--- config.mk ---
export PLATFORM = sky130hd
export DESIGN_NAME = camera_capture
export DESIGN_NICKNAME = d
export VERILOG_FILES = /design/src/source/camera_pkg.sv /design/src/source/camera_capture.sv
export SDC_FILE = /design/constraint.sdc
export NUM_CORES = 1
export LEC_CHECK = 0
export BUFFER_PORTS_ARGS = -buffer_cell sky130_fd_sc_hd__buf_2
export CAP_MARGIN = 20
export CORE_UTILIZATION = 52
export DETAILED_ROUTE_END_ITERATION = 12
export PLACE_DENSITY = 0.75
export SETUP_SLACK_MARGIN = 0.3
export SYNTH_ARGS = -nofsm -noshare
export SYNTH_HDL_FRONTEND = slang
export SYNTH_SLANG_ARGS = --single-unit
--- constraint.sdc ---
create_clock -name clk -period 2 [get_ports clk]
set_input_delay 0.4 -clock clk [delete_from_list [all_inputs] [get_ports clk]]
set_output_delay 0.4 -clock clk [all_outputs]
set_load 0.01 [all_outputs]
--- src/source/camera_pkg.sv ---
// camera geometry package
// sizes of the VGA luminance plane delivered by the sensor and of the
// blocks that the frame is reduced to
package camera_pkg;

    // one sensor byte
    localparam int PIXEL_BITS = 8;

    // luminance plane of one VGA frame
    localparam int ACTIVE_SAMPLES = 640;
    localparam int ACTIVE_LINES   = 480;

    // block grid of 16 blocks across and 16 block rows down
    localparam int BLOCK_COLS  = 16;
    localparam int BLOCK_WIDTH = 40;
    localparam int BLOCK_LINES = 30;

    // 1200 samples of 8 bits fit easily in 20 bits
    localparam int SUM_BITS = 20;

    // block byte is sum[17:10] or roughly sum / 1024
    localparam int AVG_LSB = 10;

    // block column number
    typedef logic [3:0] block_index_t;

endpackage

--- src/source/camera_capture.sv ---
// camera capture sequencer
// follows vsync and href of the sensor, keeps every other byte of a line
// (the Y byte comes first) and tags each sample with its block column;
// pulses block_row_end after every 30th line and raises frame_done once
// the last block row has been flushed
module camera_capture
    import camera_pkg::*;
(
    input  logic                  clk,
    input  logic                  reset,
    input  logic                  vsync,
    input  logic                  href,
    input  logic [PIXEL_BITS-1:0] pix_data,
    output logic                  sample_valid,
    output logic [PIXEL_BITS-1:0] sample_data,
    output block_index_t          block_col,
    output logic                  block_row_end,
    output logic                  frame_done
);

    typedef enum logic [3:0] {
        S_VS_HIGH,
        S_VS_LOW,
        S_WAIT_FIRST,
        S_READ,
        S_LINE_END,
        S_WAIT_HREF,
        S_ROW_FLUSH,
        S_LAST_FLUSH,
        S_DONE
    } state_t;

    typedef logic [$clog2(ACTIVE_SAMPLES+1)-1:0] sample_count_t;
    typedef logic [$clog2(BLOCK_WIDTH)-1:0]      block_phase_t;
    typedef logic [$clog2(ACTIVE_LINES+1)-1:0]   line_count_t;
    typedef logic [$clog2(BLOCK_LINES)-1:0]      block_line_t;

    state_t        state;
    state_t        next_state;
    logic          in_line;
    logic          take_y;
    logic          chroma_next;
    sample_count_t sample_count;
    block_phase_t  block_phase;
    block_index_t  col_count;
    line_count_t   line_count;
    block_line_t   block_line;

    always_comb begin
        next_state = state;
        case (state)
            S_VS_HIGH:    if (vsync) next_state = S_VS_LOW;
            S_VS_LOW:     if (!vsync) next_state = S_WAIT_FIRST;
            S_WAIT_FIRST: if (href) next_state = S_READ;
            S_READ:       if (!href) next_state = S_LINE_END;
            S_LINE_END: begin
                // line_count already holds the finished line
                if (line_count == line_count_t'(ACTIVE_LINES))
                    next_state = S_LAST_FLUSH;
                else if (block_line == '0)
                    next_state = S_ROW_FLUSH;
                else
                    next_state = S_WAIT_HREF;
            end
            S_WAIT_HREF:  if (href) next_state = S_READ;
            S_ROW_FLUSH:  next_state = S_WAIT_HREF;
            S_LAST_FLUSH: next_state = S_DONE;
            S_DONE:       next_state = S_DONE;
            default:      next_state = S_VS_HIGH;
        endcase
    end

    // bytes are taken in any state between lines too, so a short href gap
    // never loses the first byte of a line
    assign in_line = (state == S_WAIT_FIRST) || (state == S_READ) ||
                     (state == S_LINE_END) || (state == S_WAIT_HREF) ||
                     (state == S_ROW_FLUSH);
    assign take_y = in_line && href && !chroma_next &&
                    (sample_count < sample_count_t'(ACTIVE_SAMPLES));
    assign block_row_end = (state == S_ROW_FLUSH) || (state == S_LAST_FLUSH);

    always_ff @(posedge clk or posedge reset) begin
        if (reset) begin
            state      <= S_VS_HIGH;
            line_count <= '0;
            block_line <= '0;
            frame_done <= 1'b0;
        end else begin
            state <= next_state;
            // one cycle late so the frame buffer has taken the last row
            frame_done <= (state == S_DONE);
            if (state == S_VS_HIGH || state == S_VS_LOW || state == S_WAIT_FIRST) begin
                line_count <= '0;
                block_line <= '0;
            end else if (state == S_READ && !href) begin
                line_count <= line_count + 1'b1;
                if (block_line == block_line_t'(BLOCK_LINES - 1))
                    block_line <= '0;
                else
                    block_line <= block_line + 1'b1;
            end
        end
    end

    // Y/chroma toggle and position within the line
    always_ff @(posedge clk or posedge reset) begin
        if (reset) begin
            sample_valid <= 1'b0;
            chroma_next  <= 1'b0;
            sample_count <= '0;
            block_phase  <= '0;
            col_count    <= '0;
        end else begin
            sample_valid <= take_y;
            if (!(in_line && href)) begin
                chroma_next  <= 1'b0;
                sample_count <= '0;
                block_phase  <= '0;
                col_count    <= '0;
            end else begin
                chroma_next <= ~chroma_next;
                if (take_y) begin
                    sample_count <= sample_count + 1'b1;
                    if (block_phase == block_phase_t'(BLOCK_WIDTH - 1)) begin
                        block_phase <= '0;
                        col_count   <= col_count + 1'b1;
                    end else begin
                        block_phase <= block_phase + 1'b1;
                    end
                end
            end
        end
    end

    always_ff @(posedge clk) begin
        if (take_y) begin
            sample_data <= pix_data;
            block_col   <= col_count;
        end
    end

endmodule

==> results.tsv <==
metric	value	unit
status	complete, no violations	
gr usage total	19.4	%
CTS Buf Count	5	
Routed Antenna Nets	0	
Slew Viols, Final	0	
most area-consuming cells after synthesis	dfrtp_1 (39%), edfxtp_1 (14%), nor2_1 (5.4%), xnor2_1 (4.3%), ha_1 (3.8%)	
CTS clock-pin slew for the worst setup and hold paths	0.09	ns
share of cells above drive strength 1	25.6	%
latest clock arrival within the worst-skew pair	0.30	ns
Layout area overhead	17.6	%
unrepaired setup endpoints after global routing	yes	
final worst path period share	82.2	%
via/cell ratio	5.35	
Yosys top cell by area	dfrtp_1	
DP HPWL	3.27	mm
CTS Sinks	53	
met1 WL	2.18	mm
CP Class	register to primary output	
crit path capture type	primary output	
Placer Congestion	0.885	
share of the synthesized area in the top cell type	39.1	%
drt pass-1 iters	4	
f_max	0.608	GHz
post-route setup slack	0.356	ns
die width	73.0	um
CORE AREA	0.00479	mm^2
crit-path max FO	6	
CP startpoint kind	register	
cells after synthesis	251	
most frequent cells in the layout	dfrtp_1 (38), nor2_1 (36), buf_2 (26)	
# H-tree levels	2	
clock skew	0.00612	ns
Final Util	64.5	%
vias post-DR	1926	
CTS tree	built	
worst-margin pin slew	0.512	ns
total grt overflow	0	
final-stage net count	312	
Reg2Reg Setup Slack	0.39	ns
Synth Register Bits	53	
antenna cells	0	
sequential area share after synthesis	52.8	%
drt total wl	4.77	mm
Netlist cell types	47	
vias in the first global route	1756	
Min Hold Slack	0.200	ns
CP arrival	1.24	ns
Hold/Removal Path Class	input pin to asynchronous set/reset pin	
initial antenna violation count	0	
Cell Count, Final, Fillers Out	360	
CTS Root Cell	clkbuf_8	
die area	0.00533	mm^2
first-pass GRT wire length	7.95	mm
synthesized area per cell	10.5	um^2
Top Layer Used	met4	
fin crit period	1.64	ns
Leakage	1.31	nW
slew margin rel.	65.9	%
WL met2	2.33	mm
drt wl/cell	13.3	um
Inst Count DP	341	
Ys Warns	0	
# fillers	389	
required time of the critical path	1.60	ns
met3 routed WL	198	um
commonest non-fill, non-tap cell in the layout	dfrtp_1	
TNS Setup	0	ns
Initial Utilization	54.8	%
max_cap viols	0	
Initial DRC Count	107	
Cell Rows	25	
post-synthesis cell area	0.00262	mm^2
VDD IR max	0.452	mV
Finish-stage setup viols	0	
Port Buffers	26	
pre-CTS setup slack	0.295	ns
drt drc	0	
largest net degree at the start of global routing	42	
maximum clock path buffer count	2	
die height	73.0	um
Synth Net Count	271	
PD cells	1010	mW/mm^2
num ports	27	
count of final hold-check violations	0	
## cell usage after synthesis (all sizes together)
| library cell | n |
|---|---|
| nand3b | 1 |
| dfrtp | 41 |
| xnor2 | 13 |
| edfxtp | 12 |
| nand4b | 1 |
| o21a | 1 |
| and4bb | 1 |
| nor4 | 5 |
| clkbuf | 3 |
| nand2 | 18 |
| or4b | 1 |
| buf | 8 |
| a31o | 2 |
| or3b | 1 |
| ha | 8 |
| nand4bb | 2 |
| nor3b | 3 |
| or2 | 1 |
| and3 | 2 |
| a21oi | 14 |
| a22oi | 1 |
| nor3 | 10 |
| a21o | 1 |
| and4 | 1 |
| a41oi | 2 |
| a2111oi | 2 |
| a31oi | 2 |
| a211oi | 2 |
| nor4b | 1 |
| nand3 | 8 |
| inv | 11 |
| nand2b | 4 |
| or3 | 4 |
| o22ai | 1 |
| a211o | 1 |
| nand4 | 5 |
| xor2 | 2 |
| nor2 | 38 |
| o41ai | 1 |
| nor2b | 1 |
| mux2i | 6 |
| o2111ai | 1 |
| o21ai | 8 |
## stage by stage
stage,power [mW],cell area [um^2]
final,3.12,3090
after global routing,3.33,3090
after CTS,3.00,2970
after detailed placement,2.38,2850
after global placement,2.36,2850
after floorplan,2.12,2630
## where the power goes
group / switching, mW / internal (mW)
Clock: 0.327 / 0.242
Combinational: 0.601 / 0.512
Sequential: 0.156 / 1.28
Total: 1.08 / 2.03
## timing repair
| action | CTS | global route |
|---|---|---|
| cloned | 0 | 0 |
| hold buffers | 0 | 0 |
| buffers inserted | 3 | 8 |
| gates resized for setup | 3 | 13 |
| pin swaps | 1 | 3 |
| setup endpoints to repair | 14 | 25 |
## metal layers
layer | track usage (%) | vias to the layer above
met4 | 6.10 | 0
met1 | 25.3 | 913
met2 | 31.9 | 39
li1 | - | 969
met5 | 0 | -
met3 | 4.56 | 5
## path summary, 6_finish.rpt
kind                         startpoint         endpoint  depth (start not counted)
max                            state[3]    block_row_end                          4
min                               reset  sample_count[3]                          3
max reg2reg                    state[3]    block_line[0]                          5
min reg2reg                col_count[3]     block_col[3]                          0
max in group asynchronous         reset         state[1]                          3
min in group clk            pix_data[3]   sample_data[3]                          1
## worst max-delay path: stages, from the launching register on
cell	delay (ns)
dfrtp_1	0.43
buf_6	0.15
nand2b_4	0.14
nor2_2	0.10
buf_2	0.13
## cell type report
cell class,instances,area [um^2],share of cell area (%)
clock inverter,3,17.5,0.568
sequential,53,1390,45.1
inverter,11,41.3,1.34
timing repair buffer,45,293,9.49
clock buffer,5,68.8,2.23
multi-input combinational,176,1190,38.6
tap,67,83.8,2.72
## flip-flops by register name (all words and copies together), names as in the netlist
| name | cells |
|---|---|
| frame_done | 1 |
| line_count | 9 |
| state | 4 |
| block_phase | 6 |
| sample_valid | 1 |
| sample_data | 8 |
| block_line | 5 |
| col_count | 4 |
| sample_count | 10 |
| chroma_next | 1 |
| block_col | 4 |
## cell families after synthesis
group / count (synthesis) / share of synthesized area [%]
adders and majority gates: 8 / 3.82
muxes: 6 / 2.29
DFF: 53 / 52.8
AOI/OAI and AO/OA: 39 / 9.54
xor gates and xnor gates: 15 / 5.01
and+or+nand+nor: 108 / 22.4
buffers and inverters: 22 / 4.10
(Power assumes the default switching activity.)
