[config.mk]
export PLATFORM = sky130hd
export DESIGN_NAME = block_accumulators
export DESIGN_NICKNAME = d
export VERILOG_FILES = /design/src/source/camera_pkg.sv /design/src/source/frame_pkg.sv /design/src/source/block_accumulators.sv
export SDC_FILE = /design/constraint.sdc
export NUM_CORES = 1
export LEC_CHECK = 0
export BUFFER_PORTS_ARGS = -buffer_cell sky130_fd_sc_hd__buf_2
export CAP_MARGIN = 10
export CELL_PAD_IN_SITES_DETAIL_PLACEMENT = 1
export CELL_PAD_IN_SITES_GLOBAL_PLACEMENT = 2
export CORE_ASPECT_RATIO = 1.4
export CORE_MARGIN = 2
export CORE_UTILIZATION = 41
export CTS_CLUSTER_DIAMETER = 40
export CTS_CLUSTER_SIZE = 12
export DETAILED_ROUTE_END_ITERATION = 7
export PLACE_DENSITY_LB_ADDON = 0.2
export SLEW_MARGIN = 20
export SYNTH_ARGS = -nofsm -noshare
export SYNTH_HDL_FRONTEND = slang
export SYNTH_SLANG_ARGS = --single-unit
[constraint.sdc]
create_clock -name clk -period 11.3 [get_ports clk]
set_input_delay 0.565 -clock clk [delete_from_list [all_inputs] [get_ports clk]]
set_output_delay 0.565 -clock clk [all_outputs]
set_load 0.02 [all_outputs]
[src/source/camera_pkg.sv]
// camera geometry package
// sizes of the VGA luminance plane delivered by the sensor and of the
// blocks that the frame is reduced to
package camera_pkg;

    // one sensor byte
    localparam int PIXEL_BITS = 8;

    // luminance plane of one VGA frame
    localparam int ACTIVE_SAMPLES = 640;
    localparam int ACTIVE_LINES   = 480;

    // block grid of 16 blocks across and 16 block rows down
    localparam int BLOCK_COLS  = 16;
    localparam int BLOCK_WIDTH = 40;
    localparam int BLOCK_LINES = 30;

    // 1200 samples of 8 bits fit easily in 20 bits
    localparam int SUM_BITS = 20;

    // block byte is sum[17:10] or roughly sum / 1024
    localparam int AVG_LSB = 10;

    // block column number
    typedef logic [3:0] block_index_t;

endpackage

[src/source/frame_pkg.sv]
// frame buffer layout package
// a decimated frame is 16 block rows of 16 bytes each; the same 2048 bits
// are seen either as rows (for shifting in) or as one flat word (for the
// serial readout)
package frame_pkg;

    localparam int FRAME_ROWS = 16;
    localparam int FRAME_BITS = 2048;
    localparam int ROW_BITS   = 128;

    // one block row, block 0 in the lowest byte
    typedef logic [ROW_BITS-1:0] row_t;

    // row 15 is the newest row and sits in the highest bits,
    // so the flat view reads out the last block row first
    typedef union packed {
        logic [FRAME_BITS-1:0] bits;
        row_t [FRAME_ROWS-1:0] rows;
    } frame_t;

endpackage

[src/source/block_accumulators.sv]
// block accumulators
// sums the luminance samples of each of the 16 blocks in the current
// block row; on block_row_end the scaled bytes are latched as one row,
// row_valid pulses and every sum starts again from zero
module block_accumulators
    import camera_pkg::*;
    import frame_pkg::*;
(
    input  logic                  clk,
    input  logic                  reset,
    input  logic                  sample_valid,
    input  logic [PIXEL_BITS-1:0] sample_data,
    input  block_index_t          block_col,
    input  logic                  block_row_end,
    output row_t                  row_bytes,
    output logic                  row_valid
);

    logic [SUM_BITS-1:0] sums [BLOCK_COLS];
    logic [SUM_BITS-1:0] sample_ext;

    assign sample_ext = {{(SUM_BITS - PIXEL_BITS){1'b0}}, sample_data};

    always_ff @(posedge clk or posedge reset) begin
        if (reset) begin
            row_valid <= 1'b0;
            for (int i = 0; i < BLOCK_COLS; i++)
                sums[i] <= '0;
        end else begin
            row_valid <= block_row_end;
            for (int i = 0; i < BLOCK_COLS; i++) begin
                if (block_row_end)
                    sums[i] <= (sample_valid && block_col == block_index_t'(i)) ?
                               sample_ext : '0;
                else if (sample_valid && block_col == block_index_t'(i))
                    sums[i] <= sums[i] + sample_ext;
            end
        end
    end

    // bits above the slice are dropped, so a bright block wraps
    always_ff @(posedge clk) begin
        if (block_row_end) begin
            for (int i = 0; i < BLOCK_COLS; i++)
                row_bytes[i*PIXEL_BITS +: PIXEL_BITS] <= sums[i][AVG_LSB +: PIXEL_BITS];
        end
    end

endmodule

==> impl_metrics.py, run 1 <==
metrics = {
    "run_status": {
        "outcome": "finished clean",
    },
    "placement": {
        "globalplace.congestion": 0.799,
        "place_hpwl_mm": 40.5,
        "placed_cell_area_mm2": 0.0243,
        "port_buffers": 144,
    },
    "floorplan": {
        "start_util": 0.414,
        "die_x_um": 203,
        "pin_count": 145,
        "core_area_mm2": 0.0551,
        "fp.dieH_um": 283,
        "count_of_standard_cell_rows": 102,
        "die_area_mm2": 0.0576,
    },
    "clock_tree": {
        "cts-buffers-inserted": 66,
        "clockRootBuffer": "sky130_fd_sc_hd__clkbuf_16",
        "cts_htree_levels": 3,
        "cts.repair_timing.setup_buffer_count": 0,
        "clock_pin_slew_reported_for_the_worst_setup_and_hold_paths_after_clock_tree_synthesis_ns": 0.06,
        "cts.sink_count": 417,
        "post_cts_resize_count": 0,
        "cts_tree": "yes",
        "clk-insertion-delay-late_ns": 0.61,
        "cts.path.max_buffers": 3,
        "hold_buffers": 0,
    },
    "drt": {
        "drt_iter0_markers": 632,
        "via_per_inst": 5.66,
        "vias": 17700,
        "drc_errors": 0,
        "routed_wire_length_per_instance_um": 20.1,
        "ant_nets": 0,
        "first_pass_iters": 5,
        "routed_wire_length_mm": 62.9,
    },
    "power_and_ir_drop": {
        "vdd.ir_drop.worst_v": 0.000120,
        "leakagePower_uw": 0.0113,
        "cellPowerDensity_mw_per_mm2": 152,
    },
    "final_layout": {
        "final_util": 0.483,
        "drive_above_1_share": 0.128,
        "mostFrequentLayoutCells": "sky130_fd_sc_hd__dfrtp_1 (289), sky130_fd_sc_hd__nor2_1 (262), sky130_fd_sc_hd__buf_2 (143), sky130_fd_sc_hd__a21oi_1 (141)",
        "final-seq-area_mm2": 0.0111,
        "n_fill_cell": 6021,
        "fin_nets": 2511,
        "post-route-cell-area_mm2": 0.0266,
        "area.growth.synth_to_final_pct": 16.5,
        "multi_input_comb_area_mm2": 0.0112,
        "layout.cells.most_common": "sky130_fd_sc_hd__dfrtp_1",
    },
    "logic_synthesis": {
        "post_synth_mux_area_share": 0.0215,
        "cell_type_with_the_highest_aggregate_area_in_the_netlist": "sky130_fd_sc_hd__dfrtp_1",
        "yosysUniqueCellTypes": 78,
        "synthArstFlopShare": 0.693,
        "synth_compound_area_frac": 0.151,
        "syn-mean-instance-area_um2": 10.4,
        "synth-edff-count": 128,
        "synth-seq-area-share": 0.485,
        "ys_seq_elements": 417,
        "post_synth_main_area_contributors": "sky130_fd_sc_hd__dfrtp_1 (32%), sky130_fd_sc_hd__edfxtp_1 (17%), sky130_fd_sc_hd__ha_1 (7.0%)",
        "synthAdderAreaFrac": 0.0842,
        "netlist_instances": 2200,
        "yosysTopAreaCellShare": 0.317,
        "most_instantiated_flip_flop_cell_in_the_synthesis_netlist": "sky130_fd_sc_hd__dfrtp_1",
        "synth_top_family_by_area": "simple AND/OR/NAND/NOR gates",
        "synth_fp_nets": 2360,
        "synthSimpleGateAreaFrac": 0.155,
        "synth_xor_area_frac": 0.0798,
        "post_synth_instance_area_mm2": 0.0228,
        "yosysWarnings": 0,
    },
    "timing": {
        "tightest_slew_ns": 0.992,
        "fin_setup_tns_ns": 0,
        "post-route-min-period_ns": 2.97,
        "unrepaired_setup_endpoints_after_global_routing": "no",
        "timing.final.setup_violations": 0,
        "finClkSkew_ns": 0.0292,
        "part_of_the_cycle_the_worst_path_needs": 0.263,
        "maximum_clock_frequency_mhz": 336,
        "report.final.slew_viol_count": 0,
        "timing.max_slew.rel_slack": 0.333,
        "number_of_hold_slack_violations_in_the_final_timing_report": 0,
    },
    "global_route": {
        "globalRouteTotalUtil": 0.223,
        "grt_max_degree": 108,
        "gr-total-overflow": 0,
        "first_global_vias": 19000,
        "grt_antenna_before_repair": 0,
        "grt_pass1_wl_mm": 103,
    },
    "worst_setup_path": {
        "worstSetupStartpointType": "primary input",
        "timing.setup.critical_path_class": "in2reg",
        "r2r.worst_path.cells": 9,
        "cpMaxStageDelayCell": "sky130_fd_sc_hd__fa_1",
        "path_cells": "buf_2 > inv_2 > fa_1 > nor2b_1 > o2111ai_1 > a31oi_1 > nand4_1 > xor2_1 > nor2_1",
        "worst_ep_arrival_time_ns": 3.43,
        "cpPeakStageDelay_ns": 0.57,
        "timing.critical_path.required_ns": 11.75,
        "worstSetupEndpointType": "register",
        "kind_of_cell_with_the_highest_combined_delay_on_the_critical_path": "buffers and inverters",
        "critical_path_peak_fanout": 18,
        "worstSetupPathDepth": 9,
        "cp_num_buf_inv": 2,
    },
    "flow_run": {
        "drv_cap": 0,
    },
    "worst_hold_path": {
        "hold_path.class": "in2async",
    },
}
==> metal layers <==
metal / wire length (um) / track usage / up-vias
met1: 26900 / 0.276 / 9017
met3: 2310 / 0.0306 / 91
met5: 0 / 0 / -
met4: 1700 / 0.0803 / 0
met2: 31900 / 0.393 / 270
li1: - / - / 8353
==> report_power, final <==
| part | internal [uW] | total [uW] | leakage [uW] | switching [uW] |
|---|---|---|---|---|
| Clock | 1330 | 2140 | 0.00112 | 809 |
| Sequential | 1580 | 1590 | 0.00538 | 11.3 |
| Combinational | 94.7 | 313 | 0.00485 | 219 |
==> cells in the mapped netlist, drive strengths merged (23+ instances only) <==
cell type,n
a211oi,36
a21o,28
a21oi,142
a31oi,23
and3,26
clkbuf,63
dfrtp,289
edfxtp,128
ha,128
inv,50
mux2i,48
nand2,107
nand3,90
nand4,30
nor2,269
nor2b,40
nor3,57
o21a,34
o21ai,91
o22ai,79
xnor2,117
xor2,91
==> area by class of cell <==
| type | count | share of cell area |
|---|---|---|
| multi-input combinational | 1653 | 0.422 |
| sequential | 417 | 0.416 |
| clock buffer | 73 | 0.0642 |
| tap | 728 | 0.0342 |
| timing repair buffer | 163 | 0.0328 |
| clock inverter | 49 | 0.0229 |
| inverter | 50 | 0.00734 |
| antenna | 1 | 0.0000941 |
==> sequential cells by signal, indices dropped and copies added (netlist names) <==
name       count
row_valid      1
sums         288
row_bytes    128
==> final timing paths <==
| path | from | to | slack [ns] |
|---|---|---|---|
| hold reg to reg | sums[17]$_DFFE_PP0P_ | row_bytes[127]$_DFFE_PP_ | 0.47 |
| setup reg to reg | sums[120]$_DFFE_PP0P_ | sums[134]$_DFFE_PP0P_ | 8.80 |
| setup / recovery | sample_data[1] | sums[50]$_DFFE_PP0P_ | 8.33 |
| hold / removal | reset | sums[56]$_DFFE_PP0P_ | 0.03 |
| max in group asynchronous | reset | sums[180]$_DFFE_PP0P_ | 9.72 |
| min in group clk | block_row_end | sums[9]$_DFFE_PP0P_ | 0.44 |
==> worst register-to-register path: stages, from the launching register on <==
cell,delay [ns]
sky130_fd_sc_hd__dfrtp_1,0.38
sky130_fd_sc_hd__ha_1,0.23
sky130_fd_sc_hd__inv_1,0.09
sky130_fd_sc_hd__fa_1,0.20
sky130_fd_sc_hd__nand2b_1,0.14
sky130_fd_sc_hd__a21oi_1,0.10
sky130_fd_sc_hd__o31ai_1,0.83
sky130_fd_sc_hd__nor3_1,0.17
sky130_fd_sc_hd__xnor2_1,0.18
sky130_fd_sc_hd__nor2_1,0.05
==> through the flow <==
| step | setup WS (ns) | instances | hold slack, ns | power (uW) |
|---|---|---|---|---|
| 4_1_cts | 8.25 | 3133 | 0.119 | 4100 |
| 5_1_grt | 8.05 | 3133 | 0.152 | 4200 |
| 3_3_place_gp | 7.74 | 3011 | 0.450 | 1930 |
| 6_report | 8.33 | 3134 | 0.0334 | 4040 |
| 3_5_place_dp | 7.64 | 3011 | 0.460 | 1940 |
| 2_1_floorplan | 2.76 | 2200 | 0.434 | 1830 |
==> kinds of logic (layout without fill, tap and decap cells) <==
logic type	count (synthesis)	in the layout
other	0	1
DFF	417	417
xor gates and xnor gates	208	208
muxes	49	49
buffers and inverters	130	335
and+or+nand+nor	714	714
AOI/OAI and AO/OA	538	538
adders and majority gates	144	144
(Power assumes the default switching activity.)
==> run 2, diff against run 1 <==
- CORE_UTILIZATION: 41 -> 37
- clock period: 11.3 -> 2.5 ns (I/O delays scaled with it)
==> run 2 against run 1 <==
Effect of this change:
- first-iteration DRC count is 30% higher
- sequential share of layout area fell by 1.5 points
- clock power grew to 4.5 times the previous value
- global-route usage down 1.5 points
- sequential power rose to 4.5 times the previous value
- critical path type is now reg2reg
- largest cell class unchanged
==> impl_metrics.py, run 2 (synthesis results as in run 1) <==
metrics = {
    "global_route": {
        "grt_max_degree": 80,
        "gr-total-overflow": 0,
        "first_global_vias": 19600,
        "globalRouteTotalUtil": 0.208,
        "grt_pass1_wl_mm": 107,
        "grt_antenna_before_repair": 0,
    },
    "timing": {
        "worst_slack_ns": 0.132,
        "report.final.slew_viol_count": 0,
        "timing.max_slew.rel_slack": 0.415,
        "post-route-min-period_ns": 2.37,
        "unrepaired_setup_endpoints_after_global_routing": "yes",
        "part_of_the_cycle_the_worst_path_needs": 0.947,
        "timing.final.setup_violations": 0,
        "number_of_hold_slack_violations_in_the_final_timing_report": 0,
        "tightest_slew_ns": 0.875,
        "finClkSkew_ns": 0.0251,
        "maximum_clock_frequency_mhz": 422,
    },
    "drt": {
        "via_per_inst": 5.42,
        "vias": 17900,
        "met2_length_mm": 33.2,
        "drt_iter0_markers": 820,
        "routedLengthMet1_mm": 28.1,
        "ant_nets": 0,
        "first_pass_iters": 5,
        "sum_of_met3_wire_segment_lengths_after_detailed_routing_mm": 1.69,
        "maxUsedRoutingLayer": "met4",
        "routed_wire_length_per_instance_um": 19.6,
        "routed_wire_length_mm": 64.7,
        "drc_errors": 0,
    },
    "placement": {
        "globalplace.congestion": 0.826,
        "placed_cell_area_mm2": 0.0252,
        "place_worst_setup_slack_ns": -0.0905,
        "dp_cells": 3177,
        "port_buffers": 144,
        "place_hpwl_mm": 44.4,
    },
    "final_layout": {
        "largest_register_ffs": 288,
        "drive_above_1_share": 0.158,
        "largest_registers": "sums x288, row_bytes x128, row_valid x1",
        "largest-register": "sums",
        "post-route-cell-area_mm2": 0.0276,
        "fin_nets": 2595,
        "mostFrequentLayoutCells": "sky130_fd_sc_hd__dfrtp_1 (289), sky130_fd_sc_hd__nor2_1 (262), sky130_fd_sc_hd__buf_2 (143), sky130_fd_sc_hd__a21oi_1 (141)",
        "area.growth.synth_to_final_pct": 20.8,
        "n_fill_cell": 6671,
        "antenna_cells": 0,
        "layout.cells.most_common": "sky130_fd_sc_hd__dfrtp_1",
        "layoutNonFillerInstCount": 3308,
    },
    "worst_setup_path": {
        "critical_path_peak_fanout": 6,
        "timing.setup.critical_path_class": "reg2reg",
        "worstSetupStartpointType": "register",
        "crit-reg2reg-launch": "sums[140]$_DFFE_PP0P_",
        "worst_ep_arrival_time_ns": 2.85,
        "worstSetupEndpointType": "register",
        "timing.critical_path.required_ns": 2.98,
        "crit_start": "sums[140]$_DFFE_PP0P_",
    },
    "clock_tree": {
        "cts.sink_count": 417,
        "cts_tree": "yes",
        "cts_htree_levels": 3,
        "cts-buffers-inserted": 68,
        "cts.path.max_buffers": 3,
        "clockRootBuffer": "sky130_fd_sc_hd__clkbuf_16",
        "clock_pin_slew_reported_for_the_worst_setup_and_hold_paths_after_clock_tree_synthesis_ns": 0.06,
        "clk-insertion-delay-late_ns": 0.61,
    },
    "worst_hold_path": {
        "hold_path.class": "in2reg",
        "worst_hold_startpoint": "sample_data[4]",
    },
    "floorplan": {
        "fp.dieH_um": 298,
        "die_x_um": 214,
        "count_of_standard_cell_rows": 107,
        "core_area_mm2": 0.0609,
        "pin_count": 145,
        "die_area_mm2": 0.0638,
        "start_util": 0.375,
    },
    "flow_run": {
        "drv_cap": 0,
    },
    "power_and_ir_drop": {
        "vdd.ir_drop.worst_v": 0.000417,
        "leakagePower_uw": 0.0118,
        "power.total_uw": 18300,
        "cellPowerDensity_mw_per_mm2": 662,
    },
    "run_status": {
        "outcome": "finished clean",
    },
}
-- run 2: cell count changes in the layout (fill, tap and decap cells not counted), sizes merged --
cell	previous run	this run
clkbuf	73	81
inv	67	63
bufinv	9	5
buf	163	241
clkinv	15	19
diode	1	0
dlygate4sd3	0	4
-- run 2: stage by stage --
stage / TNS [ns] / util / hold slack [ns]
final: 0 / 0.453 / 0.0580
after floorplan: -421.42 / - / 0.156
after CTS: 0 / 0.452 / 0.0274
after global placement: -0.113 / 0.413 / 0.296
after detailed placement: -0.342 / 0.413 / 0.298
after global routing: -0.0572 / 0.453 / 0.0649
-- run 2: area by class of cell --
type / count / area (um2) / share of cell area
multi-input combinational: 1653 / 11300 / 0.409
sequential: 417 / 11100 / 0.402
clock buffer: 81 / 1830 / 0.0665
timing repair buffer: 245 / 1710 / 0.0621
tap: 817 / 1020 / 0.0371
clock inverter: 45 / 477 / 0.0173
inverter: 50 / 191 / 0.00694
-- run 2: report_power, final --
part           internal, uW  leakage [uW]  switching, uW  total, uW
sequential             7150       0.00538           51.0       7200
combinational           518       0.00531           1020       1540
clock                  5880       0.00111           3650       9530
total                 13500        0.0118           4720      18300
-- run 2: what timing repair did --
item | in CTS | in global routing
buffers inserted | 0 | 1
gates resized for setup | 0 | 7
hold buffers | 4 | 0
hold endpoints to repair | 45 | 0
setup endpoints to repair | 0 | 16
-- run 2: final timing paths --
path                                                end  slack, ns  cells after the start
min in group asynchronous          sums[48]$_DFFE_PP0P_       0.20                      3
worst max register to register    sums[154]$_DFFE_PP0P_       0.13                     10
worst min-delay path               sums[24]$_DFFE_PP0P_       0.06                      4
max in group asynchronous          sums[87]$_DFFE_PP0P_       1.37                      4
worst min register to register  row_bytes[79]$_DFFE_PP_       0.46                      0
worst max-delay path              sums[154]$_DFFE_PP0P_       0.13                     10
-- run 2: critical path, cell delays in order (launching register included) --
cell,delay [ns]
sky130_fd_sc_hd__dfrtp_1,0.35
sky130_fd_sc_hd__ha_1,0.20
sky130_fd_sc_hd__inv_1,0.07
sky130_fd_sc_hd__fa_1,0.40
sky130_fd_sc_hd__nor2b_1,0.24
sky130_fd_sc_hd__o31a_1,0.22
sky130_fd_sc_hd__nor3_1,0.08
sky130_fd_sc_hd__buf_4,0.18
sky130_fd_sc_hd__nor4_2,0.30
sky130_fd_sc_hd__xnor2_1,0.15
sky130_fd_sc_hd__nor2_1,0.05
-- run 2: layer usage --
| metal | GRT usage | vias up |
|---|---|---|
| li1 | - | 8516 |
| met1 | 0.252 | 9101 |
| met2 | 0.378 | 222 |
| met3 | 0.0259 | 89 |
| met4 | 0.0716 | 0 |
| met5 | 0 | - |
==> run 3, diff against run 2 <==
- CORE_MARGIN: 2 -> unset
==> run 3 against run 2 <==
Effect of this change:
- via count increased by 0.46%
- highest routed layer unchanged
- clock-buffer cell count unchanged
- cell count is essentially flat
- clock skew shrank 0.0069 ns
- cell area down 0.22%
- sequential share of layout area is 0.088 points higher
- clock power rose by 2%
- critical path depth decreased by 1
==> impl_metrics.py, run 3 (synthesis results as in run 1) <==
metrics = {
    "drt": {
        "drc_errors": 0,
        "first_pass_iters": 5,
        "routed_wire_length_mm": 64.8,
        "routed_wire_length_per_instance_um": 19.6,
        "vias": 18000,
        "ant_nets": 0,
        "via_per_inst": 5.44,
        "drt_iter0_markers": 759,
    },
    "clock_tree": {
        "cts_tree": "yes",
        "cts_htree_levels": 3,
        "clk-insertion-delay-late_ns": 0.61,
        "cts.sink_count": 417,
        "clock_pin_slew_reported_for_the_worst_setup_and_hold_paths_after_clock_tree_synthesis_ns": 0.06,
        "cts.path.max_buffers": 3,
        "cts-buffers-inserted": 70,
        "clockRootBuffer": "sky130_fd_sc_hd__clkbuf_16",
    },
    "placement": {
        "globalplace.congestion": 0.875,
        "dp_cells": 3178,
        "port_buffers": 144,
        "placed_cell_area_mm2": 0.0251,
        "place_hpwl_mm": 43.5,
        "place_worst_setup_slack_ns": -0.101,
    },
    "worst_setup_path": {
        "timing.critical_path.required_ns": 3.02,
        "cpPeakStageDelay_ns": 0.39,
        "cpMaxStageDelayCell": "sky130_fd_sc_hd__fa_1",
        "worstSetupEndpointType": "register",
        "worst_ep_arrival_time_ns": 2.88,
        "worstSetupStartpointType": "register",
        "path_cells": "ha_1 > inv_1 > fa_1 > nor2b_2 > o31a_1 > o22ai_1 > or2_4 > or3_1 > a21oi_1",
        "timing.setup.critical_path_class": "reg2reg",
        "critical_path_peak_fanout": 7,
    },
    "timing": {
        "maximum_clock_frequency_mhz": 423,
        "worst_slack_ns": 0.135,
        "tightest_slew_ns": 0.884,
        "timing.max_slew.rel_slack": 0.409,
        "unrepaired_setup_endpoints_after_global_routing": "no",
        "report.final.slew_viol_count": 0,
        "post-route-min-period_ns": 2.37,
        "number_of_hold_slack_violations_in_the_final_timing_report": 0,
        "finClkSkew_ns": 0.0181,
        "timing.final.setup_violations": 0,
        "part_of_the_cycle_the_worst_path_needs": 0.946,
    },
    "final_layout": {
        "drive_above_1_share": 0.160,
        "fin_nets": 2596,
        "layoutNonFillerInstCount": 3311,
        "largest_registers": "sums x288, row_bytes x128, row_valid x1",
        "mostFrequentLayoutCells": "sky130_fd_sc_hd__dfrtp_1 (289), sky130_fd_sc_hd__nor2_1 (262), sky130_fd_sc_hd__buf_2 (143), sky130_fd_sc_hd__a21oi_1 (141)",
        "area.growth.synth_to_final_pct": 20.5,
        "layout.cells.most_common": "sky130_fd_sc_hd__dfrtp_1",
        "final_util": 0.452,
        "largest_register_ffs": 288,
        "n_fill_cell": 6752,
        "final-seq-area_mm2": 0.0111,
        "post-route-cell-area_mm2": 0.0275,
        "antenna_cells": 0,
        "multi_input_comb_area_mm2": 0.0113,
        "largest-register": "sums",
    },
    "global_route": {
        "grt_antenna_before_repair": 0,
        "first_global_vias": 19400,
        "globalRouteTotalUtil": 0.214,
        "grt_max_degree": 112,
        "grt_pass1_wl_mm": 106,
        "gr-total-overflow": 0,
    },
    "power_and_ir_drop": {
        "switching_share": 0.263,
        "p_seq_frac": 0.391,
        "switching_power_uw": 4830,
        "cellPowerDensity_mw_per_mm2": 669,
        "power.total_uw": 18400,
        "vdd.ir_drop.worst_v": 0.000529,
        "power_report.internal_total_uw": 13600,
        "p_comb_frac": 0.082,
        "clock_power_share": 0.526,
        "leakagePower_uw": 0.0118,
    },
    "floorplan": {
        "die_x_um": 212,
        "pin_count": 145,
        "count_of_standard_cell_rows": 107,
        "start_util": 0.375,
        "fp.dieH_um": 296,
        "core_area_mm2": 0.0609,
        "die_area_mm2": 0.0627,
    },
    "worst_hold_path": {
        "hold_path.class": "in2reg",
    },
    "flow_run": {
        "drv_cap": 0,
    },
    "run_status": {
        "outcome": "finished clean",
    },
}
==> run 3: cell types whose count changed in the layout (fill, tap and decap cells not counted), sizes merged <==
cell         previous run  this run
clkinv                 19        20
clkinvlp                8         7
dlygate4sd3             4         3
inv                    63        67
==> run 3: power by group through the flow <==
stage	Clock [uW]	Sequential, uW	Combinational (uW)
after floorplan	0	7400	864
after global placement	0	7320	1490
after detailed placement	0	7330	1530
after CTS	9980	7200	1540
after global routing	10200	7210	1680
final	9680	7200	1520
==> run 3: critical path, delay by kind of cell (launching register included) <==
kind	cells	cell delay (ns)
AND/OR/NAND/NOR	3	0.83
buffers and inverters	1	0.06
flip-flops	1	0.35
AO/OA/AOI/OAI	3	0.49
adder cells (fa/ha/maj)	2	0.56
==> run 3: area by class of cell <==
class	count	area share
clock buffers	81	0.0662
clock inverters	49	0.0195
inverters	50	0.00696
multi-input cells	1653	0.409
flip-flops and latches	417	0.402
well taps	817	0.0371
repair buffers	244	0.0587
==> run 3: final timing paths <==
check	end	startpoint	slack [ns]	cells after the start
setup / recovery	sums[176]$_DFFE_PP0P_	sums[160]$_DFFE_PP0P_	0.13	9
hold / removal	sums[304]$_DFFE_PP0P_	sample_data[4]	0.04	4
setup reg to reg	sums[176]$_DFFE_PP0P_	sums[160]$_DFFE_PP0P_	0.13	9
hold reg to reg	row_bytes[31]$_DFFE_PP_	sums[257]$_DFFE_PP0P_	0.46	0
max in group asynchronous	sums[208]$_DFFE_PP0P_	reset	1.48	4
min in group asynchronous	sums[120]$_DFFE_PP0P_	reset	0.06	3
==> run 3: repair_timing <==
action                                 4_1_cts  5_1_grt
resized for setup                            0        9
endpoints found under the hold margin      271        0
setup endpoints to repair                    0       10
setup buffers                                0        0
hold buffers                                 3        0
==> run 3: metrics by stage <==
step | TNS [ns] | hold WS [ns]
2_1_floorplan | -421.42 | 0.156
5_1_grt | 0 | 0.0571
6_report | 0 | 0.0442
3_3_place_gp | -0.253 | 0.128
3_5_place_dp | -0.425 | 0.124
4_1_cts | 0 | 0.0140
==> run 3: metal layers <==
metal / global-route usage / routed length, um / share of wire
met3: 0.0282 / 1970 / 0.030
met1: 0.265 / 28400 / 0.44
met2: 0.377 / 32900 / 0.51
met4: 0.0767 / 1580 / 0.024
met5: 0 / 0 / 0
